==> src/design/gpmc_params.svh <==
// Depth macros for the frame FIFOs and the RX frame-length queue
`ifndef GPMC_PARAMS_SVH
`define GPMC_PARAMS_SVH

// Log2 of entries per frame FIFO, 6 gives 64 entries
`define GPMC_FIFO_AW 6

// Log2 of frames the RX watcher can track at once
`define GPMC_LENQ_AW 2

`endif

==> src/design/gpmc_pkg.sv <==
// Bridge word, entry, line, length and count types plus FSM state enums
package gpmc_pkg;

`include "gpmc_params.svh"

   // One host bus word
   typedef logic [15:0] gpmc_word_t;

   // 18-bit FIFO entry: [17] eof, [16] sof, [15:0] word
   typedef logic [17:0] fifo_entry_t;

   // 36-bit stream line
   //   [35:34] occupancy, 2'b10 means only the upper word is valid
   //   [33] eof, [32] sof, [31:16] first word, [15:0] second word
   typedef logic [35:0] fifo_line_t;

   // Frame length in words
   typedef logic [15:0] frame_len_t;

   // Free entry count of one frame FIFO
   typedef logic [`GPMC_FIFO_AW:0] fifo_count_t;

   typedef enum logic {
      PACK_EMPTY,
      PACK_HALF
   } pack_state_t;

   typedef enum logic {
      SPLIT_HIGH,
      SPLIT_LOW
   } split_state_t;

endpackage

==> src/design/fifo_watcher.sv <==
// RX frame tracker with length queue and head-frame length report
`timescale 1ns/1ps
`include "gpmc_params.svh"

module fifo_watcher import gpmc_pkg::*; (
   input  logic       fifo_clk_i,
   input  logic       rst_n_i,
   input  logic       src_rdy1_i,
   input  logic       dst_rdy1_i,
   input  logic       eof1_i,
   input  logic       src_rdy2_i,
   input  logic       dst_rdy2_i,
   input  logic       eof2_i,
   output logic       have_packet_o,
   output frame_len_t length_o,
   output logic       bus_error_o
);

   localparam int QAW    = `GPMC_LENQ_AW;
   localparam int QDEPTH = 1 << QAW;

   typedef logic [QAW:0] qptr_t;

   frame_len_t lenq [QDEPTH];
   frame_len_t word_cnt;
   qptr_t      wp;
   qptr_t      rp;
   logic       in_xfer;
   logic       in_eof;
   logic       out_eof;
   logic       q_full;

   assign in_xfer = src_rdy1_i & dst_rdy1_i;
   assign in_eof  = in_xfer & eof1_i;
   assign out_eof = src_rdy2_i & dst_rdy2_i & eof2_i;
   assign q_full  = (wp[QAW] != rp[QAW]) && (wp[QAW-1:0] == rp[QAW-1:0]);

   assign have_packet_o = (wp != rp);
   assign length_o      = lenq[rp[QAW-1:0]];

   always_ff @(posedge fifo_clk_i) begin
      if (!rst_n_i) begin
         word_cnt    <= '0;
         wp          <= '0;
         rp          <= '0;
         bus_error_o <= 1'b0;
      end else begin
         if (in_xfer)
            word_cnt <= eof1_i ? '0 : word_cnt + 16'd1;
         if (in_eof) begin
            if (q_full)
               bus_error_o <= 1'b1;
            else
               wp <= wp + qptr_t'(1);
         end
         // Frame fully read out by the host
         if (out_eof && have_packet_o)
            rp <= rp + qptr_t'(1);
      end
   end

   always_ff @(posedge fifo_clk_i) begin
      if (in_eof && !q_full)
         lenq[wp[QAW-1:0]] <= word_cnt + 16'd1;
   end

endmodule

==> config.mk <==
export PLATFORM = sky130hd
export DESIGN_NAME = fifo_watcher
export DESIGN_NICKNAME = d
export VERILOG_FILES = /design/src/design/gpmc_pkg.sv /design/src/design/fifo_watcher.sv
export VERILOG_INCLUDE_DIRS = /design/src /design/src/design
export SDC_FILE = /design/constraint.sdc
export NUM_CORES = 1
export LEC_CHECK = 0
export BUFFER_PORTS_ARGS = -buffer_cell sky130_fd_sc_hd__buf_2
export CAP_MARGIN = 20
export CORE_MARGIN = 2
export CORE_UTILIZATION = 54
export CTS_CLUSTER_DIAMETER = 40
export DETAILED_ROUTE_END_ITERATION = 8
export PLACE_DENSITY_LB_ADDON = 0.08
export SLEW_MARGIN = 15
export SYNTH_ARGS = -nofsm -noshare
export SYNTH_HDL_FRONTEND = slang
export SYNTH_SLANG_ARGS = --single-unit
export TNS_END_PERCENT = 30
==> constraint.sdc <==
create_clock -name fifo_clk_i -period 1.7 [get_ports fifo_clk_i]
set_input_delay 0.34 -clock fifo_clk_i [delete_from_list [all_inputs] [get_ports fifo_clk_i]]
set_output_delay 0.34 -clock fifo_clk_i [all_outputs]
set_load 0.02 [all_outputs]
# Yosys cells after proc, flatten, opt, wreduce, memory -nomap -nowiden
# Memories as Yosys holds them, arrays and structs flattened. A register that Yosys moved wholly into a read port is not among the register bits.
# Cells that the tools add are included.
dict set report op_classes {
  muxes 5
  reduce_logical 6
  eq_ne 3
  n_addsub 3
  n_bitwise 5
}
# operator count
set ops {}
lappend ops {{16-bit by 1-bit adder with 16-bit output, second input constant} 1}
lappend ops {{16-bit 2-to-1 mux} 1}
lappend ops {{3-bit by 1-bit adder with 3-bit output, second input constant} 2}
lappend ops {{1-bit bitwise AND} 4}
lappend ops {{2-bit 2-to-1 mux} 2}
lappend ops {{2-bit AND reduction} 2}
lappend ops {{1-bit logical AND} 3}
lappend ops {{3-bit inequality test} 1}
lappend ops {{2-bit equality test} 1}
lappend ops {{1-bit 2-to-1 mux} 2}
lappend ops {{1-bit logical NOT} 1}
lappend ops {{1-bit inequality test} 1}
lappend ops {{1-bit NOT} 1}
dict set report word_totals {
  output_inout_bits 18
  in_bits 8
  mem_count 1
  ramBits 64
  register_bits 23
  elab_cells 27
}
# name words word_bits rd rd_clocked_by_memory_dff wr line_no
set memory_table {}
lappend memory_table {lenq 4 16 1 1 1 fifo_watcher.sv:24} ;# frame_len_t lenq [QDEPTH];

# Logic depth before layout (Yosys ltp)
dict set report depth {
  depth_word 6
  depth_mapped 6
  depth_no_buf 5
}

# Worst setup path before layout
# Ideal clock, no wire load.
dict set report synth_path {
  kind {register to output}
  start {reg (tool-made name)}
  end {out length_o[10]}
  t_arrival_ns 1.417
  setup_slack_ns -0.057
  stages_incl_launch_ff 4
  path_cell_list {dfxtp_1 -> buf_2 -> buf_2 -> mux4_2}
}
# element line_no
set synth_rtl {}
lappend synth_rtl {{end: declaration} fifo_watcher.sv:15} ;# output frame_len_t length_o,

==> qor.txt <==
Violated checks = negative setup slack
Start-to-end type of the worst setup path = flip-flop to output port
Drt drc = 0
Worst r2r src = word_cnt[1]
Leak pwr = 1.61 nW
Effective utilization at floorplan = 0.559
Cell area after layout = 4550 um2
Slew of the pin with the lowest slew margin = 437 ps
Vias in the first global route = 2,163
Critical path's top delay family = multiplexers
Maximum clock insertion buffer count = 2
Global route total overflow = 0
Placed Area = 4220 um2
Cell chosen for the clock root = clkbuf_8
Number of hold violations in the final report = 0
Average via count per standard cell = 5.54
Number of cells on the worst reg-to-reg path = 5
Post-synthesis cell type count = 44
Clock insertion delay at the later pin of the skew report = 350 ps
Portion of the post-synthesis area used by sequential elements = 0.638
Headroom to the max-slew limit = 0.706
Shortest period the worst path allows = 1920 ps
Critical path fanouts, max = 8
Worst hold-check slack = 317 ps
H-tree levels = 3
Detailed Routing Iterations Pass 1 = 4
Fraction of registers with async set/reset = 0
Max Clk Rate = 520 MHz
Maximum cell stage delay along the critical path = 530 ps
Boundary pin count = 26
Syn Std Cell Area = 3800 um2
Final clock skew = 12.0 ps
Total setup buffers inserted after CTS = 0
CTS Buf Count = 9
Overall die width = 87.9 um
WL/cell = 16.5 um
Sequence of cells on the critical path = buf_12 > mux4_2 > buf_6
CP Data Arrival Time = 1580 ps
Crit. End Element = output port
Maximum VDD drop = 0.000402 V
Startpoint types = flip-flop
Total of buffers placed on input and output ports = 25
Power density over the cells = 838 nW/um2
Setup slack at placement = -10.8 ps
End point of the critical path = length_o[1]
Outcome = finished, violations left
Detailed Place HPWL = 4440 um
1st-iter DRT viols = 139
Number of flops mapped to enable cells by yosys = 64
Type of the most critical hold path = input pin to flip-flop
Unrepaired setup endpoints after global routing = true
First-pass GRT wire length = 11,000 um
Total wirelength of the detailed-routed design = 6710 um
Top flip-flop cell by instance count after synthesis = edfxtp_1
# diodes = 0
FF-to-FF setup slack = 80 ps
Largest net degree at the start of global routing = 17
Die boundary height = 87.9 um
Reg2reg end = word_cnt[12]
Number of synthesized register bits = 89
Leading cell type in the layout, fill and taps excluded = edfxtp_1
Final setup vio count = 16
Placeable core region = 6790 um2
Slowest-stage cell, CP = mux4_2
Count of max-cap constraint violations = 0
CTS tree = done
Share of the cycle needed by the critical path after routing = 1.13
Std cell rows = 30
Depth of the critical timing path with buffers and inverters included = 3
Count of antenna-violating nets left after detailed routing = 0
Required time reported for the critical path endpoint = 1360 ps
Most frequent cells in the layout = edfxtp_1 (64), dfxtp_1 (22), buf_4 (21)
Count of pins over their slew limit = 0
Count of yosys warnings during synthesis = 0
Worst setup slack after layout = -222 ps
Number of nets in the synthesized netlist = 269
Number of sinks driven by the clock tree = 89
Vias = 2,249
Area growth from synthesis to layout = 19.9%
Layout cells sized above 1 = 0.329
Number of antenna violations at the first check in global routing = 0
Global router's overall resource usage = 0.192
Post-synthesis cell count = 255
Post-Route Setup TNS = -3140 ps
Area of the die = 7720 um2
Number of nets in the finished design = 319
Buffering stage count on the worst path with inverters included = 2
Reg clk slew, reported paths = 90 ps
Post-layout power = 0.00382 W
Weighted congestion reported at the end of routability-driven placement = 0.774
Synthesized area divided by synthesized cell count = 14.9 um2
[registers in the layout, summed over array words and instances (netlist names), named ones only]
signal       cells
bus_error_o      1
lenq            64
rp               3
word_cnt        16
wp               3
[layout make-up]
type,instances,area (um2)
clock inverter,6,50.0
fill,499,2240
tap,96,120
multi-input combinational,148,1300
clock buffer,10,128
timing repair buffer,53,512
inverter,4,15.0
sequential,89,2430
[through the flow]
step                utilization  std cells
global placement          0.622        389
finish                    0.670        406
detailed placement        0.622        389
CTS                       0.660        406
global route              0.670        406
floorplan                     -        255
[routing by layer]
metal	routed length, um	vias up	track usage
met2	3250	40	0.306
met5	0	-	0
met3	178	9	0.0311
met1	3170	1115	0.262
met4	110	0	0.0839
li1	-	1085	-
[Yosys cell counts (all sizes together) (2+ instances only)]
| cell type | number | area, um2 |
|---|---|---|
| or3 | 6 | 37.5 |
| edfxtp | 64 | 1920 |
| nand4 | 2 | 12.5 |
| and4 | 5 | 47.6 |
| o21ai | 9 | 45.0 |
| nor2 | 11 | 41.3 |
| inv | 4 | 15.0 |
| nor3 | 3 | 15.0 |
| nand3 | 11 | 65.1 |
| dfxtp | 25 | 500 |
| or4 | 2 | 15.0 |
| a31oi | 6 | 43.8 |
| ha | 6 | 75.1 |
| a21oi | 14 | 70.1 |
| a41oi | 2 | 17.5 |
| nand2 | 9 | 41.3 |
| a32o | 3 | 30.0 |
| buf | 6 | 48.8 |
| o31ai | 2 | 15.0 |
| clkbuf | 8 | 50.1 |
| o21a | 2 | 15.0 |
| and3 | 3 | 20.0 |
| xor2 | 6 | 52.6 |
| xnor2 | 14 | 123 |
| mux4 | 16 | 360 |
| nand3b | 2 | 15.0 |
| and2 | 5 | 31.3 |
[logic make-up after synthesis]
kind of cell | count (synthesis) | synth area share
adder cells (fa/ha/maj) | 6 | 0.0198
AND/OR/NAND/NOR | 63 | 0.0975
flip-flops | 89 | 0.638
buffers and inverters | 18 | 0.0300
XOR/XNOR | 20 | 0.0461
AO/OA/AOI/OAI | 42 | 0.0712
multiplexers | 17 | 0.0975
[repair_timing]
| action | in CTS | in global routing |
|---|---|---|
| endpoints found under the setup margin | 20 | 37 |
| hold buffers | 0 | 0 |
| resized for setup | 18 | 19 |
| cloned | 1 | 0 |
| pin swaps | 0 | 1 |
[how the worst min path moves through the flow]
stage               slack [ps]  depth (start not counted)         start           end
finish                     320                          2       rst_n_i         wp[2]
global route               320                          2       rst_n_i         wp[2]
CTS                        310                          2       rst_n_i         wp[2]
detailed placement         450                          1   bus_error_o   bus_error_o
global placement           440                          1   bus_error_o   bus_error_o
floorplan                  460                          2  word_cnt[15]  word_cnt[15]
[where the power goes]
part | internal [W] | switching, W
Combinational | 0.0000848 | 0.0000974
Clock | 0.000547 | 0.000766
Sequential | 0.00231 | 0.00000809
Total | 0.00295 | 0.000871
Power figures use the tool's default switching activity.
