--- src/design/gpmc_params.svh ---
// Depth macros for the frame FIFOs and the RX frame-length queue
`ifndef GPMC_PARAMS_SVH
`define GPMC_PARAMS_SVH

// Log2 of entries per frame FIFO, 6 gives 64 entries
`define GPMC_FIFO_AW 6

// Log2 of frames the RX watcher can track at once
`define GPMC_LENQ_AW 2

`endif

--- src/design/gpmc_pkg.sv ---
// Bridge word, entry, line, length and count types plus FSM state enums
package gpmc_pkg;

`include "gpmc_params.svh"

   // One host bus word
   typedef logic [15:0] gpmc_word_t;

   // 18-bit FIFO entry: [17] eof, [16] sof, [15:0] word
   typedef logic [17:0] fifo_entry_t;

   // 36-bit stream line
   //   [35:34] occupancy, 2'b10 means only the upper word is valid
   //   [33] eof, [32] sof, [31:16] first word, [15:0] second word
   typedef logic [35:0] fifo_line_t;

   // Frame length in words
   typedef logic [15:0] frame_len_t;

   // Free entry count of one frame FIFO
   typedef logic [`GPMC_FIFO_AW:0] fifo_count_t;

   typedef enum logic {
      PACK_EMPTY,
      PACK_HALF
   } pack_state_t;

   typedef enum logic {
      SPLIT_HIGH,
      SPLIT_LOW
   } split_state_t;

endpackage

--- src/design/gpmc_to_fifo.sv ---
// TX write capture with frame boundary marking and sticky overflow flag
`timescale 1ns/1ps

module gpmc_to_fifo import gpmc_pkg::*; (
   input  logic        fifo_clk_i,
   input  logic        rst_n_i,
   input  logic        bus_reset_i,
   input  logic        em_ncs_n_i,
   input  logic        em_nwe_i,
   input  gpmc_word_t  em_d_i,
   input  frame_len_t  frame_len_i,
   input  fifo_count_t fifo_space_i,
   output fifo_entry_t data_o,
   output logic        src_rdy_o,
   input  logic        dst_rdy_i,
   output logic        fifo_ready_o,
   output logic        bus_error_o
);

   logic [2:0] ncs_s;
   logic [2:0] nwe_s;
   gpmc_word_t d_s;
   gpmc_word_t word_q;
   frame_len_t word_cnt;
   logic       wr_edge;
   logic       last_word;

   // Strobe synchronizers, stage 2 only serves edge detection
   always_ff @(posedge fifo_clk_i) begin
      if (!rst_n_i) begin
         ncs_s <= '1;
         nwe_s <= '1;
      end else begin
         ncs_s <= {ncs_s[1:0], em_ncs_n_i};
         nwe_s <= {nwe_s[1:0], em_nwe_i};
      end
   end

   // Bus word sampled alongside stage 0, kept while the strobe was low
   always_ff @(posedge fifo_clk_i) begin
      d_s <= em_d_i;
      if (!nwe_s[0])
         word_q <= d_s;
   end

   // Rising write strobe, chip select taken from the low phase
   assign wr_edge   = nwe_s[1] & ~nwe_s[2] & ~ncs_s[2];
   assign last_word = (word_cnt + 16'd1 == frame_len_i);

   always_ff @(posedge fifo_clk_i) begin
      if (!rst_n_i) begin
         src_rdy_o   <= 1'b0;
         bus_error_o <= 1'b0;
         word_cnt    <= '0;
      end else begin
         src_rdy_o <= wr_edge & dst_rdy_i;
         if (bus_reset_i) begin
            bus_error_o <= 1'b0;
            word_cnt    <= '0;
         end else if (wr_edge) begin
            // Full FIFO drops the word but framing keeps counting
            if (!dst_rdy_i)
               bus_error_o <= 1'b1;
            word_cnt <= last_word ? '0 : word_cnt + 16'd1;
         end
      end
   end

   always_ff @(posedge fifo_clk_i) begin
      if (wr_edge)
         data_o <= {last_word, word_cnt == '0, word_q};
   end

   // Room for a whole frame
   assign fifo_ready_o = (frame_len_t'(fifo_space_i) >= frame_len_i);

   // FIFO takes each offered word at once, strobes are far apart
   a_single_offer: assert property (@(posedge fifo_clk_i) disable iff (!rst_n_i)
      src_rdy_o |-> dst_rdy_i);

endmodule

--- config.mk ---
export PLATFORM = sky130hd
export DESIGN_NAME = gpmc_to_fifo
export DESIGN_NICKNAME = d
export VERILOG_FILES = /design/src/design/gpmc_pkg.sv /design/src/design/gpmc_to_fifo.sv
export VERILOG_INCLUDE_DIRS = /design/src /design/src/design
export SDC_FILE = /design/constraint.sdc
export NUM_CORES = 1
export LEC_CHECK = 0
export BUFFER_PORTS_ARGS = -buffer_cell sky130_fd_sc_hd__buf_2
export CORE_ASPECT_RATIO = 0.75
export CORE_MARGIN = 2
export CORE_UTILIZATION = 40
export DETAILED_ROUTE_END_ITERATION = 10
export PLACE_DENSITY = 0.6
export SYNTH_ARGS = -nofsm -noshare
export SYNTH_HDL_FRONTEND = slang
export SYNTH_SLANG_ARGS = --single-unit
export TNS_END_PERCENT = 30
--- constraint.sdc ---
create_clock -name fifo_clk_i -period 2.85 [get_ports fifo_clk_i]
set_input_delay 0.57 -clock fifo_clk_i [delete_from_list [all_inputs] [get_ports fifo_clk_i]]
set_output_delay 0.57 -clock fifo_clk_i [all_outputs]
set_load 0.05 [all_outputs]
# Word-level counts from Yosys, hierarchy flattened
# Index checks and enable logic that the tools add are counted.
# classes
add_sub_neg,1
n_mul,0
n_div,0
magnitude_cmp,1
eq_ne,1
shifts,0
muxes,1
bitwise_logic,7
n_reduce_logical,3
# op_table
operator,count
"adder 16 x 1 -> 16 bit, second input constant",1
== test 16 bit,1
greater-or-equal comparator 7 x 16 -> 1 bit,1
logical NOT 16 bit,1
two-way mux 16 bit,1
inverter 1 bit,4
AND 1 bit,3
AND reduction 2 bit,1
OR reduction 2 bit,1
# totals
regBits,74
latch_bits,0
ramBits,0
rom_bits,0
inputBits,45
out_inout_bits,21
mem_count,0

# Logic depth before layout (Yosys ltp)
# logic_depth
word_depth,4
depth_mapped,9
depth_no_buf,9

# Worst setup path before layout
# Ideal clock, no wire load.
# synth_path
path_type,input -> output
startpoint,input port fifo_space_i[0]
endpoint,output port fifo_ready_o
t_arrival_ns,2.102
required_time_ns,2.280
setup_slack_ns,0.178
path_stages,9
n_path_buf,0
cell_sequence,inv_1 ha_1 nand2b_1 a21o_1 a21o_1 a21oi_1 nor2b_1 o21ai_0 a21oi_1
# synth_via
elab_chain_len,1
# synth_rtl
item,line_no,text
start: declaration,gpmc_to_fifo.sv:12,"input fifo_count_t fifo_space_i,"
greater-or-equal comparator 7 x 16 -> 1 bit,gpmc_to_fifo.sv:75,assign fifo_ready_o = (frame_len_t'(fifo_space_i) >= frame_len_i);
end: declaration,gpmc_to_fifo.sv:16,"output logic fifo_ready_o,"
# No other way between the ends.

# Final worst setup path
# layout_path
startpoint,register word_cnt[0]
endpoint,register word_cnt[3]
# layout_via
elab_chain_len,3
# layout_rtl
item,line_no,text
start: declaration,gpmc_to_fifo.sv:24,frame_len_t word_cnt;
start signal: assignment,gpmc_to_fifo.sv:64,word_cnt <= last_word ? '0 : word_cnt + 16'd1;
adder 16 x 1 -> 16 bit (*),"gpmc_to_fifo.sv:48, gpmc_to_fifo.sv:64",
== test 16 bit,gpmc_to_fifo.sv:48,assign last_word = (word_cnt + 16'd1 == frame_len_i);
two-way mux 16 bit (*),gpmc_to_fifo.sv:64,
# Mark *: on every way between the ends. The rest lies on a longest branch, timed or not.
# A chain may end at the register's enable or synchronous reset.

==> results by group <==
Worst setup path
  – R2R Setup Slk: 0.18 ns
  – CP Data Arrival Time: between 2 and 3 ns
  – CP bufs+invs: 1
  – Cell family with most CP delay: simple AND/OR/NAND/NOR gates
  – Critical path class: reg2reg
  – Max incr delay on CP: 0.56 ns
  – Cells along the critical path: inv_1, ha_1, xor2_1, or4_4, a2111oi_4, nand4_4, o21ai_4, nor2_1
  – Slowest cell on crit path: or4_4
  – WP data required: 3.06 ns
  – Worst-path fanout max: 10
  – Startpoint Class: flip-flop
  – Setup crit end kind: flip-flop

Placed design
  – Placed insts: 462
  – DP Area: ~3700 um2
  – Placer Congestion: 0.959
  – Pre-CTS WS: between 0.15 and 0.2 ns
  – DP HPWL: roughly 5200 um
  – Port Buffers: 65

Synth
  – Top-count cell post-synth: dfxtp_1
  – Synth top area share: 31.4%
  – Predominant post-synthesis flop cell: dfxtp_1
  – Top cells by area, synth: edfxtp_1 31%, dfxtp_1 25%, xor2_1 4.0%
  – Post-synth EDFFs: 34
  – Yosys warning total: 0
  – Commonest cells in the netlist: 40 x dfxtp_1, 34 x edfxtp_1, 31 x nor2_1, 15 x nand3_1, 15 x xor2_1
  – Synth Register Bits: 74
  – Post-synth ARST share: 0%
  – Syn Inst Count: between 200 and 300
  – Avg Cell Area, Syn: roughly 11 um2
  – Post-synth cell types: 53
  – Yosys top cell by area: edfxtp_1
  – Synth Cell Area: 3250 um2
  – Seq/Total Area, Yosys: 56.1%
  – Syn Nets: about 350

Routing
  – DRT Wirelength: ~7000 um
  – Vias: 2443
  – Initial DRC count: 130
  – Pre-antenna DRT Iters: 4
  – Average vias per placed instance: 5.11
  – Post-route DRC: 0
  – Post-DR wirelength/cell: 14.4 um
  – Antenna viol nets, final: 0

Timing
  – Setup total negative slack: 0 ns
  – Number of setup violations in the final report: 0
  – Final period util: a little over nine tenths
  – Setup ws final: 0.177 ns
  – Hold Violations, Final: 0
  – Clock Skew: 0.00880 ns
  – Worst slew margin: 57.3%
  – Final Slew Violations: 0
  – Crit path time final: ~2.7 ns
  – Max Fclk: 374 MHz
  – WHS: about 0.33 ns
  – Tightest Pin Transition: 0.640 ns
  – RSZ-0062 raised after global routing: no

Floorplanning
  – Die X: about 110 um
  – Initial Utilization: 41.2%
  – Core ar.: 7880 um2
  – Die area: about 8900 um2
  – I/O Pins: between 60 and 70
  – Cell Rows: 28
  – Die Height: 82.0 um

Final layout
  – Area of the multi-input gates: 1300 um2
  – Final instance area: 3900 um2
  – Antenna diode count: 0
  – Layout filler cell count: 753
  – Synth-to-Final Area Change: 20.1%
  – Final core utilization: slightly below 50%
  – Final nets: 422
  – Fin cells: 478
  – Register area: around 1800 um2
  – Share of cells above drive strength 1: 26.8%

GRT
  – Total grt overflow: 0
  – All-Layer GR Usage: 16.5%
  – Initial antenna violation count: 0
  – First-pass GRT wire length: 10800 um
  – Largest net degree at the start of global routing: 18
  – Vias in the first global route: 2166

Hold path
  – Hold Path Class: in2reg

Pwr
  – Final Power: between 2 and 2.5 mW
  – P_leak: ~1.6 nW
  – Worst vdd rail ir drop: 0.311 mV
  – Power per standard cell area: 518 nW/um2

Clocking
  – CTS sink cnt: 74
  – Setup Buffers After CTS: 0
  – Clock buffer depth: 2
  – Worst-skew pair later-pin latency: between 0.3 and 0.4 ns
  – Num CTS Buffers: 9
  – CTS tree: built
  – Root buffer cell: clkbuf_8
  – Clock Pin Slew Worst Setup and Hold Paths: 0.08 ns
  – Hold Buf Count CTS: 0
  – Cells resized by post-CTS repair: 0
  – H-Tree Level Count: 3

Outcome
  – Status: finished clean

Run
  – Max-cap violation count: 0
final cells by class:
cell class,instances,area share (%)
clock buffers,11,3.37
clock inverters,5,1.44
inverters,13,1.25
multi-input cells,194,33.4
flip-flops and latches,74,46.7
well taps,105,3.37
repair buffers,76,10.5
kinds of logic after synthesis:
kind of cell | synth area share [%]
AND/OR/NAND/NOR | 20.5
flip-flops | 56.1
buffers and inverters | 3.77
XOR/XNOR | 6.97
adder cells (fa/ha/maj) | 3.47
multiplexers | 0.308
AO/OA/AOI/OAI | 8.90
cell usage in the layout (no fill, tap or decap), types with 2 or more instances in the layout:
cell,netlist,layout
a21o_1,2,2
a21oi_1,8,8
a311oi_1,2,2
a32oi_1,2,2
and2_1,3,3
and3_1,7,7
and3_2,2,2
and4_1,4,4
buf_2,4,65
buf_4,2,11
clkbuf_1,6,2
clkbuf_8,0,9
clkinv_2,0,2
dfxtp_1,40,40
edfxtp_1,34,34
ha_1,9,9
inv_1,12,12
nand2_1,14,14
nand2b_1,8,8
nand3_1,15,15
nand4_1,8,8
nor2_1,31,31
nor2b_1,3,3
nor3_1,6,6
nor4_1,10,10
o2111ai_1,4,4
o21ai_0,8,8
or3_1,2,2
xnor2_1,9,9
xor2_1,15,15
metal layers:
layer	vias up	track usage (%)	share of wire [%]
met5	-	0	0
met4	0	5.38	1.2
met1	1144	23.3	50
met2	76	23.5	42
li1	1215	-	-
met3	8	5.48	6.7
final timing paths:
kind	endpoint	from	cells past startpoint
worst min-delay path	d_s[15]	em_d_i[15]	1
worst max register to register	word_cnt[3]	word_cnt[0]	8
worst min register to register	word_q[9]	d_s[9]	0
worst max-delay path	word_cnt[3]	word_cnt[0]	8
flip-flops by register name, indices dropped and copies added (netlist names):
register     count
ncs_s            3
data_o          18
word_q          16
src_rdy_o        1
bus_error_o      1
nwe_s            3
d_s             16
word_cnt        16
power breakdown:
group	switching (mW)	internal (mW)	total (mW)
clock	0.359	0.403	0.763
sequential	0.00664	1.14	1.15
combinational	0.0585	0.0493	0.108
total	0.424	1.60	2.02
Note: power is estimated with default switching activity, not from simulation.
