### src/design/gpmc_params.svh
// Depth macros for the frame FIFOs and the RX frame-length queue
`ifndef GPMC_PARAMS_SVH
`define GPMC_PARAMS_SVH

// Log2 of entries per frame FIFO, 6 gives 64 entries
`define GPMC_FIFO_AW 6

// Log2 of frames the RX watcher can track at once
`define GPMC_LENQ_AW 2

`endif

### src/design/gpmc_pkg.sv
// Bridge word, entry, line, length and count types plus FSM state enums
package gpmc_pkg;

`include "gpmc_params.svh"

   // One host bus word
   typedef logic [15:0] gpmc_word_t;

   // 18-bit FIFO entry: [17] eof, [16] sof, [15:0] word
   typedef logic [17:0] fifo_entry_t;

   // 36-bit stream line
   //   [35:34] occupancy, 2'b10 means only the upper word is valid
   //   [33] eof, [32] sof, [31:16] first word, [15:0] second word
   typedef logic [35:0] fifo_line_t;

   // Frame length in words
   typedef logic [15:0] frame_len_t;

   // Free entry count of one frame FIFO
   typedef logic [`GPMC_FIFO_AW:0] fifo_count_t;

   typedef enum logic {
      PACK_EMPTY,
      PACK_HALF
   } pack_state_t;

   typedef enum logic {
      SPLIT_HIGH,
      SPLIT_LOW
   } split_state_t;

endpackage

### src/design/fifo36_to_fifo18.sv
// RX splitter breaking 36-bit stream lines into 18-bit entries
`timescale 1ns/1ps

module fifo36_to_fifo18 import gpmc_pkg::*; (
   input  logic        fifo_clk_i,
   input  logic        rst_n_i,
   input  fifo_line_t  data_i,
   input  logic        src_rdy_i,
   output logic        dst_rdy_o,
   output fifo_entry_t data_o,
   output logic        src_rdy_o,
   input  logic        dst_rdy_i
);

   split_state_t state;
   fifo_line_t   line_q;
   logic         full_q;
   logic         half;
   logic         last_pop;
   logic         load;

   assign half      = (line_q[35:34] == 2'b10);
   assign src_rdy_o = full_q;

   // Last entry of the held line leaves, a new line may load the same cycle
   assign last_pop  = full_q & dst_rdy_i & ((state == SPLIT_LOW) | half);
   assign dst_rdy_o = ~full_q | last_pop;
   assign load      = src_rdy_i & dst_rdy_o;

   always_comb begin
      if (state == SPLIT_HIGH)
         data_o = {line_q[33] & half, line_q[32], line_q[31:16]};
      else
         data_o = {line_q[33], 1'b0, line_q[15:0]};
   end

   always_ff @(posedge fifo_clk_i) begin
      if (!rst_n_i) begin
         full_q <= 1'b0;
         state  <= SPLIT_HIGH;
      end else begin
         if (load)
            full_q <= 1'b1;
         else if (last_pop)
            full_q <= 1'b0;
         if (last_pop)
            state <= SPLIT_HIGH;
         else if (full_q && dst_rdy_i)
            state <= SPLIT_LOW;
      end
   end

   always_ff @(posedge fifo_clk_i) begin
      if (load)
         line_q <= data_i;
   end

endmodule

### config.mk
export PLATFORM = sky130hd
export DESIGN_NAME = fifo36_to_fifo18
export DESIGN_NICKNAME = d
export VERILOG_FILES = /design/src/design/gpmc_pkg.sv /design/src/design/fifo36_to_fifo18.sv
export VERILOG_INCLUDE_DIRS = /design/src /design/src/design
export SDC_FILE = /design/constraint.sdc
export NUM_CORES = 1
export LEC_CHECK = 0
export BUFFER_PORTS_ARGS = -buffer_cell sky130_fd_sc_hd__buf_2
export CAP_MARGIN = 20
export CORE_ASPECT_RATIO = 0.6
export CORE_MARGIN = 2
export CORE_UTILIZATION = 49
export CTS_BUF_LIST = sky130_fd_sc_hd__clkbuf_4 sky130_fd_sc_hd__clkbuf_8
export CTS_CLUSTER_SIZE = 14
export DETAILED_ROUTE_END_ITERATION = 7
export PLACE_DENSITY = 0.87
export REMOVE_ABC_BUFFERS = 1
export SETUP_SLACK_MARGIN = 0.3
export SKIP_CTS_REPAIR_TIMING = 1
export SYNTH_ARGS = -nofsm -noshare
export SYNTH_HDL_FRONTEND = slang
export SYNTH_SLANG_ARGS = --single-unit
### constraint.sdc
create_clock -name fifo_clk_i -period 3.05 [get_ports fifo_clk_i]
set_input_delay 0.4575 -clock fifo_clk_i [delete_from_list [all_inputs] [get_ports fifo_clk_i]]
set_output_delay 0.4575 -clock fifo_clk_i [all_outputs]
set_load 0.05 [all_outputs]
== Word-level counts from Yosys, hierarchy flattened ==
Index checks and enable logic that the tools add are counted.

* Bits of input ports: 40
* Output and inout bits: 20
* Flip-flop bits (word level): 38

* Muxes and demuxes: 3
* Reductions and logical operators: 3
* Equality and inequality tests: 1
* Bitwise operators: 8

{| class="wikitable"
|+ Operators by type and width
! kind !! count
|-
| 18-bit 2-to-1 mux || 1
|-
| 1-bit AND || 4
|-
| 2-bit == test (second input constant) || 1
|-
| 1-bit 2-to-1 mux || 2
|-
| 1-bit NOT || 2
|-
| 1-bit OR || 2
|-
| 2-bit nonzero test || 1
|-
| 2-bit OR reduction || 1
|-
| 1-bit logical AND || 1
|}

== Logic depth before layout (Yosys ltp) ==
* Depth in word-level cells: 6
* Mapped depth: 4

== Worst setup path after synthesis ==
No wires, ideal clock.

* Kind: flip-flop to flip-flop
* Start point: reg full_q, in the netlist src_rdy_o
* End point: reg line_q[0], enable pin
* Setup slack: 273 ps
* Path buffers: 0
* Arrival time: 2334 ps
* Setup time: 443 ps
* Stages on the path, launching flop included: 2
* Cells stage by stage: dfxtp_1 -> o22ai_1

* Word-level cells in the longest chain between the ends: 4
* Elaborated cells between the ends (all ways): 5
* Classes of those cells: bitwise: 5

{| class="wikitable"
|+ Ends and longest elaborated chain
! element !! line !! text
|-
| start, declared || fifo36_to_fifo18.sv:17 || <nowiki>logic full_q;</nowiki>
|-
| start signal, assigned || fifo36_to_fifo18.sv:39 || <nowiki>full_q <= 1'b0;</nowiki>
|-
| start signal, assigned || fifo36_to_fifo18.sv:43 || <nowiki>full_q <= 1'b1;</nowiki>
|-
| start signal, assigned || fifo36_to_fifo18.sv:45 || <nowiki>full_q <= 1'b0;</nowiki>
|-
| 1-bit AND (2 in a row) || fifo36_to_fifo18.sv:26 || <nowiki>assign last_pop = full_q & dst_rdy_i & ((state == SPLIT_LOW) | half);</nowiki>
|-
| 1-bit OR * || fifo36_to_fifo18.sv:27 || <nowiki>assign dst_rdy_o = ~full_q | last_pop;</nowiki>
|-
| 1-bit AND * || fifo36_to_fifo18.sv:28 || <nowiki>assign load = src_rdy_i & dst_rdy_o;</nowiki>
|-
| via load || fifo36_to_fifo18.sv:20 || <nowiki>logic load;</nowiki>
|-
| end signal, assigned || fifo36_to_fifo18.sv:55 || <nowiki>line_q <= data_i;</nowiki>
|-
| end, declared || fifo36_to_fifo18.sv:16 || <nowiki>fifo_line_t line_q;</nowiki>
|}

The timed path passes the listed nets; every way through them passes the cells marked *.
A chain may end at the register's enable or synchronous reset.

== Worst setup path in the final report ==
* Start point: reg state
* End point: out data_o[3]

* Word-level cells in the longest chain between the ends: 1

{| class="wikitable"
|+ Ends and longest elaborated chain
! element !! line !! text
|-
| start, declared || fifo36_to_fifo18.sv:15 || <nowiki>split_state_t state;</nowiki>
|-
| start signal, assigned || fifo36_to_fifo18.sv:40 || <nowiki>state <= SPLIT_HIGH;</nowiki>
|-
| start signal, assigned || fifo36_to_fifo18.sv:47 || <nowiki>state <= SPLIT_HIGH;</nowiki>
|-
| start signal, assigned || fifo36_to_fifo18.sv:49 || <nowiki>state <= SPLIT_LOW;</nowiki>
|-
| 18-bit 2-to-1 mux || fifo36_to_fifo18.sv:31 || <nowiki>if (state == SPLIT_HIGH)</nowiki>
|-
| end, declared || fifo36_to_fifo18.sv:10 || <nowiki>output fifo_entry_t data_o,</nowiki>
|}

Every way passes these cells.

==> summary by stage <==
Logic synthesis
The netlist uses 16 different library cells. Yosys printed 0 warnings. For this run, the register share of the synthesized area comes to 77.4%.

The top cell type's share of synthesized area is 74.6%. The post-synthesis cell type with the largest combined area is edfxtp_1. Yosys attributes the largest share of cell area to edfxtp_1 75%, mux2_4 9.3%, mux2_2 5.4%, dfxtp_1 2.8%, buf_12 1.4%.

The average cell area after synthesis is 20.7 um2. In this run, synthesis produced a sequential element count of 38. Among all flip-flop cells after synthesis, the most frequent one is edfxtp_1. The commonest cells after synthesis are 36 x edfxtp_1, 9 x mux2_4, 7 x mux2_2, 3 x inv_1. The count of flip-flops with a built-in enable after synthesis is 36. In this run the cell area of the synthesized design comes to 1450 um2. The most common cell in the netlist is edfxtp_1. After synthesis, the share of flip-flops with an asynchronous set or reset is 0%. The cell count after synthesis came out at 70.

Timing
The max-slew violation count is 0. Setup repair after global routing left no endpoint under its margin. Dividing the final minimum period by the clock period gives 75.0%. The worst slew margin relative to its limit is 61.1%. The shortest clock period the worst path allows after layout is 2.29 ns. The minimum setup slack in the final design is 0.763 ns. The setup-violating endpoint count in the final report is 0.

The achievable clock frequency is 0.437 GHz. The final-layout worst hold slack is 0.353 ns. The number of endpoints with negative hold slack in the final report is 0. Clock skew on the completed layout was measured at 0.00316 ns. At the pin with the least slew margin, the transition time is 0.583 ns.

Die
For this configuration, the core starts out at a cell density of 51.1%. The floorplan has 15 rows. The floorplan step defined a die boundary enclosing 3420 um2. The core region area is 2830 um2. The horizontal extent of the die is 74.2 um. The number of placed I/O pins is 60.

In this run the vertical extent of the chip is 46.1 um.

Pwr
The switching share of power is 26.5%. The worst-case IR drop observed on VDD is 0.381 mV. The power density relative to cell area is 617 nW/um2. The share of total power dissipated in combinational logic is 18.0%. The cell internal power dissipation is 852 uW. For this design the static power due to leakage is 0.788 nW. The fraction of power consumed by the clock network is 27.5%. For this design the total switching power over the nets is 307 uW. In this run, flip-flops and latches consume 54.5% of the power.

The total power draw is 1.16 mW.

Setup path
Walking the worst path, the cells encountered are buf_4 -> mux2_2 -> buf_2. The launching element type of the critical path is a flop. The signal arrival time at the worst endpoint is 1.83 ns. The largest stage delay on the critical path is 0.69 ns. The type of the worst setup path is reg -> out.

Data on the critical path is required at its endpoint by 2.59 ns. The maximum fanout along the worst path is 12. The cell family with the largest share of critical-path delay is flip-flops. The critical path contains buffers and inverters numbering 2 combined. The worst setup path is captured at an output pin.

On the critical path, the stage with the largest delay is an instance of dfxtp_1.

Clocking
The root buffer cell is clkbuf_8. TritonCTS built the clock tree. The H-tree depth is 2.

The source-to-sink clock delay at the later pin of the worst-skew pair is 0.27 ns. In this run, CTS created clock tree buffers numbering 5. The count of clock tree sinks is 38. Clock-pin slew was measured on the worst setup and hold paths at 0.07 ns. The maximum number of buffers from clock root to sink is 2.

Detailed routing
The final wirelength is 2450 um. After detailed routing, the number of vias per cell comes to 4.58. For this block, the initial DRC count from the detailed router was 34. In the final routed layout, each cell accounts on average for 13.7 um. The total via count after detailed routing is 819.

The count of unresolved DRC violations after routing is 0. The iteration count of the initial detailed-routing pass is 2. The final antenna-violating net count is 0.

Global routing
The wire length of the first global-routing pass is 3480 um. The via count of the first global-routing pass is 801. In the global route stage, overall resource usage came out at 15.3%. The total overflow left after global routing is 0.

The number of antenna violations at the first check in global routing is 0. Entering global routing, the biggest net connects 21 pins.

Finish
The repair_antennas step left the layout with diodes totalling 0. In the final layout, the share of cells above drive strength 1 is 62.8%. The share of the core filled with cells in the final layout is 66.3%. The layout net count is 176. The layout has 199 filler cells. The synthesis-to-layout area growth is 29.7%.

Placement
After legalization and detailed placement, the total HPWL measured 1830 um. The number of input and output port buffers inserted is 59. The global placer's final weighted congestion is 0.651. The pre-CTS worst setup slack is 1.00 ns.

Run status
The flow ran to the end, and the final reports show no timing, DRC or antenna violations.

Worst hold path
In this run the worst hold path is classified as in -> reg.

Run
The tool flagged a number of max-cap violations equal to 0.
-- per-layer routing --
metal	GRT usage [%]	share of wire, %	vias up
met5	0	0	-
met4	8.73	0.90	0
met3	7.66	11	2
met2	25.9	47	39
met1	15.9	41	378
li1	-	-	400
-- state kept, by name, summed over array words and instances, names as in the netlist --
signal / cells
src_rdy_o: 1
line_q: 36
state: 1
-- placed cells by master (no fill, tap or decap), drive strengths merged --
master / count
a41o: 1
edfxtp: 36
buf: 61
mux2: 16
nor2b: 2
clkbuf: 6
nand2: 2
o31a: 1
o21ai: 1
inv: 3
dfxtp: 2
clkinv: 2
o21a: 1
a21oi: 2
o22ai: 1
-- power by group through the flow --
stage               logic, mW  registers [mW]  clock network, mW
floorplan               0.143           0.646                  0
global placement        0.206           0.640                  0
detailed placement      0.210           0.644                  0
CTS                     0.210           0.632              0.328
global route            0.221           0.634              0.359
finish                  0.208           0.632              0.319
-- cell type report --
cell class	instances	area, um2	share of cell area, %
multi-input combinational	27	299	15.9
sequential	38	1120	59.7
clock buffer	6	76.3	4.06
inverter	3	11.3	0.599
clock inverter	2	8.76	0.466
timing repair buffer	61	310	16.5
tap	42	52.6	2.80
-- kinds of logic (layout without fill, tap and decap cells) --
family          after synthesis  in the layout  synth area share [%]
flops                        38             38                  77.4
mux                          16             16                  14.8
compound gates                7              7                  3.54
buf+inv                       5             72                  2.94
simple gates                  4              4                  1.38
-- path summary, 6_finish.rpt --
path | from | end | slack (ns) | depth (start not counted)
setup / recovery | state | data_o[3] | 0.76 | 3
hold / removal | data_i[18] | line_q[18] | 0.35 | 1
setup reg to reg | state | line_q[17] | 1.03 | 3
hold reg to reg | src_rdy_o | state | 0.61 | 1
-- metrics by stage --
stage	setup TNS (ns)	instances	cell area, um2
after floorplan	-5.21	68	1420
after global placement	0	171	1790
after detailed placement	0	171	1790
after CTS	0	179	1880
after global routing	0	179	1880
final	0	179	1880
-- worst register-to-register path, stage by stage (launching register included) --
cell and delay (ns):
dfxtp_1 0.69, a21oi_2 0.16, o22ai_4 0.48, buf_4 0.37
Power figures use the tool's default switching activity.
