$ cat src/design/gpmc_params.svh
// Depth macros for the frame FIFOs and the RX frame-length queue
`ifndef GPMC_PARAMS_SVH
`define GPMC_PARAMS_SVH

// Log2 of entries per frame FIFO, 6 gives 64 entries
`define GPMC_FIFO_AW 6

// Log2 of frames the RX watcher can track at once
`define GPMC_LENQ_AW 2

`endif

$ cat src/design/gpmc_pkg.sv
// Bridge word, entry, line, length and count types plus FSM state enums
package gpmc_pkg;

`include "gpmc_params.svh"

   // One host bus word
   typedef logic [15:0] gpmc_word_t;

   // 18-bit FIFO entry: [17] eof, [16] sof, [15:0] word
   typedef logic [17:0] fifo_entry_t;

   // 36-bit stream line
   //   [35:34] occupancy, 2'b10 means only the upper word is valid
   //   [33] eof, [32] sof, [31:16] first word, [15:0] second word
   typedef logic [35:0] fifo_line_t;

   // Frame length in words
   typedef logic [15:0] frame_len_t;

   // Free entry count of one frame FIFO
   typedef logic [`GPMC_FIFO_AW:0] fifo_count_t;

   typedef enum logic {
      PACK_EMPTY,
      PACK_HALF
   } pack_state_t;

   typedef enum logic {
      SPLIT_HIGH,
      SPLIT_LOW
   } split_state_t;

endpackage

$ cat src/design/frame_fifo.sv
// Show-ahead synchronous FIFO of 18-bit entries with free-space count
`timescale 1ns/1ps
`include "gpmc_params.svh"

module frame_fifo import gpmc_pkg::*; #(
   parameter int ADDR_W = `GPMC_FIFO_AW
) (
   input  logic        fifo_clk_i,
   input  logic        rst_n_i,
   input  fifo_entry_t data_i,
   input  logic        src_rdy_i,
   output logic        dst_rdy_o,
   output fifo_entry_t data_o,
   output logic        src_rdy_o,
   input  logic        dst_rdy_i,
   output fifo_count_t space_o
);

   localparam int DEPTH = 1 << ADDR_W;

   typedef logic [ADDR_W:0] ptr_t;

   fifo_entry_t mem [DEPTH];
   fifo_entry_t head_q;
   ptr_t        wr_ptr;
   ptr_t        rd_ptr;
   ptr_t        wr_nxt;
   ptr_t        rd_nxt;
   logic        full;
   logic        push;
   logic        pop;

   assign full = (wr_ptr[ADDR_W] != rd_ptr[ADDR_W]) &&
                 (wr_ptr[ADDR_W-1:0] == rd_ptr[ADDR_W-1:0]);

   assign dst_rdy_o = ~full;
   assign push      = src_rdy_i & ~full;
   assign pop       = src_rdy_o & dst_rdy_i;
   assign wr_nxt    = wr_ptr + ptr_t'(push);
   assign rd_nxt    = rd_ptr + ptr_t'(pop);
   assign space_o   = fifo_count_t'(DEPTH) - fifo_count_t'(wr_ptr - rd_ptr);

   always_ff @(posedge fifo_clk_i) begin
      if (!rst_n_i) begin
         wr_ptr    <= '0;
         rd_ptr    <= '0;
         src_rdy_o <= 1'b0;
      end else begin
         wr_ptr    <= wr_nxt;
         rd_ptr    <= rd_nxt;
         src_rdy_o <= (wr_nxt != rd_nxt);
      end
   end

   // Storage and head register, bypass when the head slot is being written
   always_ff @(posedge fifo_clk_i) begin
      if (push)
         mem[wr_ptr[ADDR_W-1:0]] <= data_i;
      if (push && (wr_ptr == rd_nxt))
         head_q <= data_i;
      else
         head_q <= mem[rd_nxt[ADDR_W-1:0]];
   end

   assign data_o = head_q;

   // Valid head always matches the stored entry at the read pointer
   a_head_matches: assert property (@(posedge fifo_clk_i) disable iff (!rst_n_i)
      src_rdy_o |-> (head_q == mem[rd_ptr[ADDR_W-1:0]]));

endmodule

$ cat config.mk
export PLATFORM = sky130hd
export DESIGN_NAME = frame_fifo
export DESIGN_NICKNAME = d
export VERILOG_FILES = /design/src/design/gpmc_pkg.sv /design/src/design/frame_fifo.sv
export VERILOG_INCLUDE_DIRS = /design/src /design/src/design
export SDC_FILE = /design/constraint.sdc
export NUM_CORES = 1
export LEC_CHECK = 0
export ABC_CLOCK_PERIOD_IN_PS = 3300
export BUFFER_PORTS_ARGS = -buffer_cell sky130_fd_sc_hd__buf_2
export CAP_MARGIN = 0
export CORE_MARGIN = 1.5
export CORE_UTILIZATION = 54
export DETAILED_ROUTE_END_ITERATION = 10
export GPL_ROUTABILITY_DRIVEN = 1
export PLACE_DENSITY = 0.72
export SLEW_MARGIN = 20
export SYNTH_ARGS = -nofsm -noshare
export SYNTH_HDL_FRONTEND = slang
export SYNTH_SLANG_ARGS = --single-unit
$ cat constraint.sdc
create_clock -name fifo_clk_i -period 3.3 [get_ports fifo_clk_i]
set_clock_uncertainty 0.2 [all_clocks]
set_input_delay 0.495 -clock fifo_clk_i [delete_from_list [all_inputs] [get_ports fifo_clk_i]]
set_output_delay 0.495 -clock fifo_clk_i [all_outputs]
set_load 0.02 [all_outputs]
# Word-level counts from Yosys, hierarchy flattened
# Memory sizes are Yosys's and may differ from the RTL's.
# Index checks and enable logic that the tools add are counted.
[totals]
elab_cells = 21
memories = 1
ram_bits = 1152
regBits = 33
[classes]
n_eq_ne = 4
n_reduce_logical = 2
muxes = 3
n_addsub = 4
bitwise_logic = 3
[memory_table]
columns = ["memory", "depth", "width", "read_ports", "rd_clocked_by_memory_dff", "write_ports", "line_no", "text"]
rows = [
  ["mem", 64, 18, 1, 0, 1, "frame_fifo.sv:23", "fifo_entry_t mem [DEPTH];"],
]
[op_table]
columns = ["operator", "n"]
rows = [
  ["2-to-1 mux 18 bit", 1],
  ["adder 7 x 1 -> 7 bit", 2],
  ["equality test 7 bit", 1],
  ["inequality test 7 bit", 1],
  ["subtractor 7 bit", 1],
  ["subtractor 7 bit, first input constant", 1],
  ["equality test 6 bit", 1],
  ["AND 1 bit", 2],
  ["logical AND 1 bit", 2],
  ["2-to-1 mux 1 bit", 2],
  ["inequality test 1 bit", 1],
  ["inverter 1 bit", 1],
]

# Logic depth before layout (Yosys ltp)
[depth]
ltp_word = 6
ltp_mapped = 13
depth_no_buf = 12

# Least setup slack after synthesis
# Ideal clock, no wire load.
[synth_timing]
kind = "register -> register"
start = "register wr_ptr[2]"
end = "memory mem[62][0] (netlist bit) (enable)"
setup_ns = 0.393
stages_incl_launch_ff = 10
period_less_slack_ns = 3.424
t_required_ns = 2.707
slack_ns = -0.124
arrival_time_ns = 2.832
cell_sequence = "dfxtp_1 clkbuf_1 inv_1 ha_1 nand4_1 nor2_1 a21boi_1 nor2b_1 nand3_1 nor2_1"
[synth_via]
elab_chain_len = 6
[synth_lines]
columns = ["item", "line_no", "text"]
rows = [
  ["start: declaration", "frame_fifo.sv:25", "ptr_t wr_ptr;"],
  ["start signal: assignment", "frame_fifo.sv:49", "wr_ptr <= wr_nxt;"],
  ["equality test 6 bit", "frame_fifo.sv:34", "(wr_ptr[ADDR_W-1:0] == rd_ptr[ADDR_W-1:0]);"],
  ["logical AND 1 bit", "frame_fifo.sv:33", "assign full = (wr_ptr[ADDR_W] != rd_ptr[ADDR_W]) &&"],
  ["inverter 1 bit", "frame_fifo.sv:37", "assign push = src_rdy_i & ~full;"],
  ["AND 1 bit", "frame_fifo.sv:37", ""],
  ["2-to-1 mux 1 bit", "frame_fifo.sv:57", "if (push)"],
  ["2-to-1 mux 1 bit (not written as such)", "frame_fifo.sv:58", "mem[wr_ptr[ADDR_W-1:0]] <= data_i;"],
  ["end: declaration", "frame_fifo.sv:23", ""],
]
# Several ways; a longest one is shown, not always the timed one.

# Worst setup path after layout
[layout_timing]
start = "register src_rdy_o"
end = "register head_q[4], in the netlist data_o[4]"
[layout_via]
elab_chain_len = 5
word_cells_on_any_way = 6
cone_classes = "add/sub: 1; eq/ne: 1; mux: 1; bitwise: 1; reduce/logical: 1; memory: 1"
[layout_lines]
columns = ["item", "line_no", "text"]
rows = [
  ["start: declaration", "frame_fifo.sv:14", "output logic src_rdy_o,"],
  ["start signal: assignment", "frame_fifo.sv:51", "src_rdy_o <= (wr_nxt != rd_nxt);"],
  ["AND 1 bit *", "frame_fifo.sv:38", "assign pop = src_rdy_o & dst_rdy_i;"],
  ["adder 7 x 1 -> 7 bit *", "frame_fifo.sv:40", "assign rd_nxt = rd_ptr + ptr_t'(pop);"],
  ["net rd_nxt[0]", "frame_fifo.sv:28", "ptr_t rd_nxt;"],
  ["parallel branches: the longest is 2 deep, another holds memory read (64 x 18 bit)", "-", ""],
  ["2-to-1 mux 18 bit *", "frame_fifo.sv:59", "if (push && (wr_ptr == rd_nxt))"],
  ["end signal: assignment", "frame_fifo.sv:60", "head_q <= data_i;"],
  ["end signal: assignment", "frame_fifo.sv:62", "head_q <= mem[rd_nxt[ADDR_W-1:0]];"],
  ["end: declaration", "frame_fifo.sv:24", "fifo_entry_t head_q;"],
]
# Mark *: on every way through the listed nets, which the timed path passes.
# A chain may end at the register's enable or synchronous reset.

==> results.ini <==
[pwr]
switchingPower_w=0.007999
total_power_w=0.03482
pwr-share-clk=0.363
swShare=0.2297
combPwrFrac=0.156
p_int_w=0.02682
p_per_area_nw_per_um2=628.9
p_leak_nw=17.57
irDropWorstVdd_mv=0.5379
sequentialPowerShare=0.481

[critical_path]
arrival_ps=3620
crit_top_cell=buf_4
path_buf_inv=4
crit_chain=and2_4, ha_4, buf_4, buf_4, buf_6, mux4_2, mux2i_1, o21ai_0, o221ai_1, buf_4, o22ai_1, mux2_2
crit_path_end_kind=flop
crit_type=flop to flop
start_kind=flop
cp_slowest_cell=mux4_2
critical-path-max-stage-delay_ps=510
cp_top_family=multiplexers
required_ps=3640
cp_max_fo=7

[global_routing]
track_usage=0.2665
antenna_found_initial=5
grt_overflow=0
grt_pass1_wl_um=164500
grt_pass1_vias=23600
grt_max_degree=66

[route]
ant_nets=0
route.detailed.drc=0
dr_wl_met2_um=56050
vias=23490
post_drt_wl_per_cell_um=31.01
wl_met1_um=44740
routed_wl_um=115200
first_pass_iters=5
via_per_inst=6.324
highest_layer=met5
drt_iter0_drc=2699
wl_met3_um=10300

[sta]
fin_crit_sh=0.9959
worst_slew_margin_rel=0.3281
layout_setup_ws_ps=13.43
setup_viol=0
fmax_ghz=0.3043
post-route-min-period_ps=3287
hold_slack_ps=101.0
drv_slew=0
tightestPinTransition_ps=1008
hold_violations=0
fin_tns_setup_ps=0

[floorplan]
die_width_um=295.4
start_util=0.5438
fp.dieH_um=295.4
core_area_um2=84880
ios=49
rows=107
die_area_um2=87240

[clock_tree]
cts_tree=done
htree_levels=3
cts_buffers=112
cts.clk_slew.worst_paths_ps=60
cts_sinks=1185
cts_max_path_buffers=3
cts_root_buffer=clkbuf_16
clk_latency_ps=680

[logic_synthesis]
syn_area_um2=46160
synth_edf_count=1152
yosysWarnings=0
syn_nets=2119
yosysUniqueCellTypes=48
synth_seq_area_share=0.7638
synthCells=2080
avgSynthCellArea_um2=22.19
ys_ff_latch=1185
synth-async-reset-ratio=0
ys.flop_type=edfxtp_1

[run_status]
status=completed

[placement]
io_buffer_count=48
dpl.hpwl_um=70880
pre_cts_ws_ps=-640.0
place_congestion=0.8911

[cells_and_area]
fin_nets=2515
antenna_cells=0
drive_gt1_frac=0.4189
area_delta_synth_final_pct=19.95

[job]
maxCapViolCount=0

[hold_path]
hold_class=primary input to flop

-- layout make-up --
| type | instances | area (um2) |
|---|---|---|
| clock buffers | 141 | 2962 |
| clock inverters | 68 | 651.9 |
| fillers | 5368 | 29510 |
| inverters | 11 | 46.29 |
| multi-input cells | 774 | 10830 |
| flip-flops and latches | 1185 | 35270 |
| well taps | 1144 | 1431 |
| repair buffers | 392 | 4179 |
-- cell usage in the layout, fill, tap and decap left out, types with 10 or more instances in the layout --
cell type,netlist,final
buf_12,1,89
buf_2,42,45
buf_4,0,239
bufinv_16,0,11
clkbuf_1,59,24
clkbuf_16,0,115
clkinv_1,1,24
clkinv_2,0,22
dfxtp_1,33,27
edfxtp_1,1152,1152
ha_1,16,10
mux2_2,116,116
mux2_4,10,10
mux2i_1,38,33
mux4_2,288,288
nand3_1,15,15
nor2_1,71,16
nor2_2,0,54
o21ai_0,73,39
o21ai_1,0,26
o221ai_1,36,23
o22ai_1,18,18
xnor2_1,22,21
-- power groups by stage --
stage / combinational [W] / clock (W) / sequential (W)
after floorplan: 0.00291 / 0 / 0.0171
after global placement: 0.00476 / 0 / 0.0171
after detailed placement: 0.00484 / 0 / 0.0171
after CTS: 0.00519 / 0.0128 / 0.0168
after global routing: 0.00569 / 0.0133 / 0.0167
final: 0.00542 / 0.0126 / 0.0168
-- synth_stat cells, drive strengths merged, types with 2 or more instances --
master	count	area, um2
dfxtp	33	660.6
o22ai	18	112.6
nand3	16	92.59
and2	10	62.56
xnor2	22	192.7
inv	10	37.54
o221ai	36	315.3
a21oi	8	40.04
mux4	288	6486
mux2	126	1456
clkbuf	59	221.5
and2b	2	15.01
o21ai	73	365.4
edfxtp	1152	34590
nor2b	5	31.28
ha	16	200.2
xor2	8	88.84
mux2i	38	380.4
nor2	71	266.5
nand2	10	40.04
nand4	5	31.28
nor3	3	15.01
buf	51	282.8
a21o	3	22.52
-- repair_timing --
action,in CTS,in global routing
hold buffers,2,0
pin swaps,4,7
endpoints found under the setup margin,18,21
setup buffers,17,13
cloned,2,4
resized for setup,68,47
endpoints found under the hold margin,7,0
-- through the flow --
stage          instances  utilization  area (um2)
4_1_cts             3698       0.6480       55000
6_report            3715       0.6523       55370
3_5_place_dp        3468       0.5992       50860
5_1_grt             3715       0.6523       55370
2_1_floorplan       2080            -       46170
3_3_place_gp        3468       0.5992       50860
-- per-layer routing --
layer	global-route usage	vias up
li1	-	9579
met1	0.3802	12460
met2	0.4241	1221
met3	0.04308	227
met4	0.09181	6
met5	0	-
-- cell families after synthesis --
group,Yosys count,synth area share
AOI/OAI and AO/OA,147,0.02017
adders and majority gates,17,0.004771
muxes,452,0.1803
DFF,1185,0.7638
xor gates and xnor gates,30,0.006099
and+or+nand+nor,128,0.01304
buffers and inverters,121,0.01182
-- sequential cells by signal (all words and copies together), names as in the netlist --
name / cells
src_rdy_o: 1
wr_ptr: 7
data_o: 18
rd_ptr: 7
mem: 1152
-- final timing paths --
check        slack [ps]            startpoint  cells past startpoint              endpoint
max                  10  src_rdy_o$_SDFF_PN0_                     12     data_o[4]$_DFF_P_
min reg2reg         480  wr_ptr[6]$_SDFF_PN0_                      2  wr_ptr[6]$_SDFF_PN0_
min                 100             data_i[6]                      1  mem[11][6]$_DFFE_PP_
max reg2reg          10  src_rdy_o$_SDFF_PN0_                     12     data_o[4]$_DFF_P_
No activity file was read; power rests on OpenSTA's default activity.
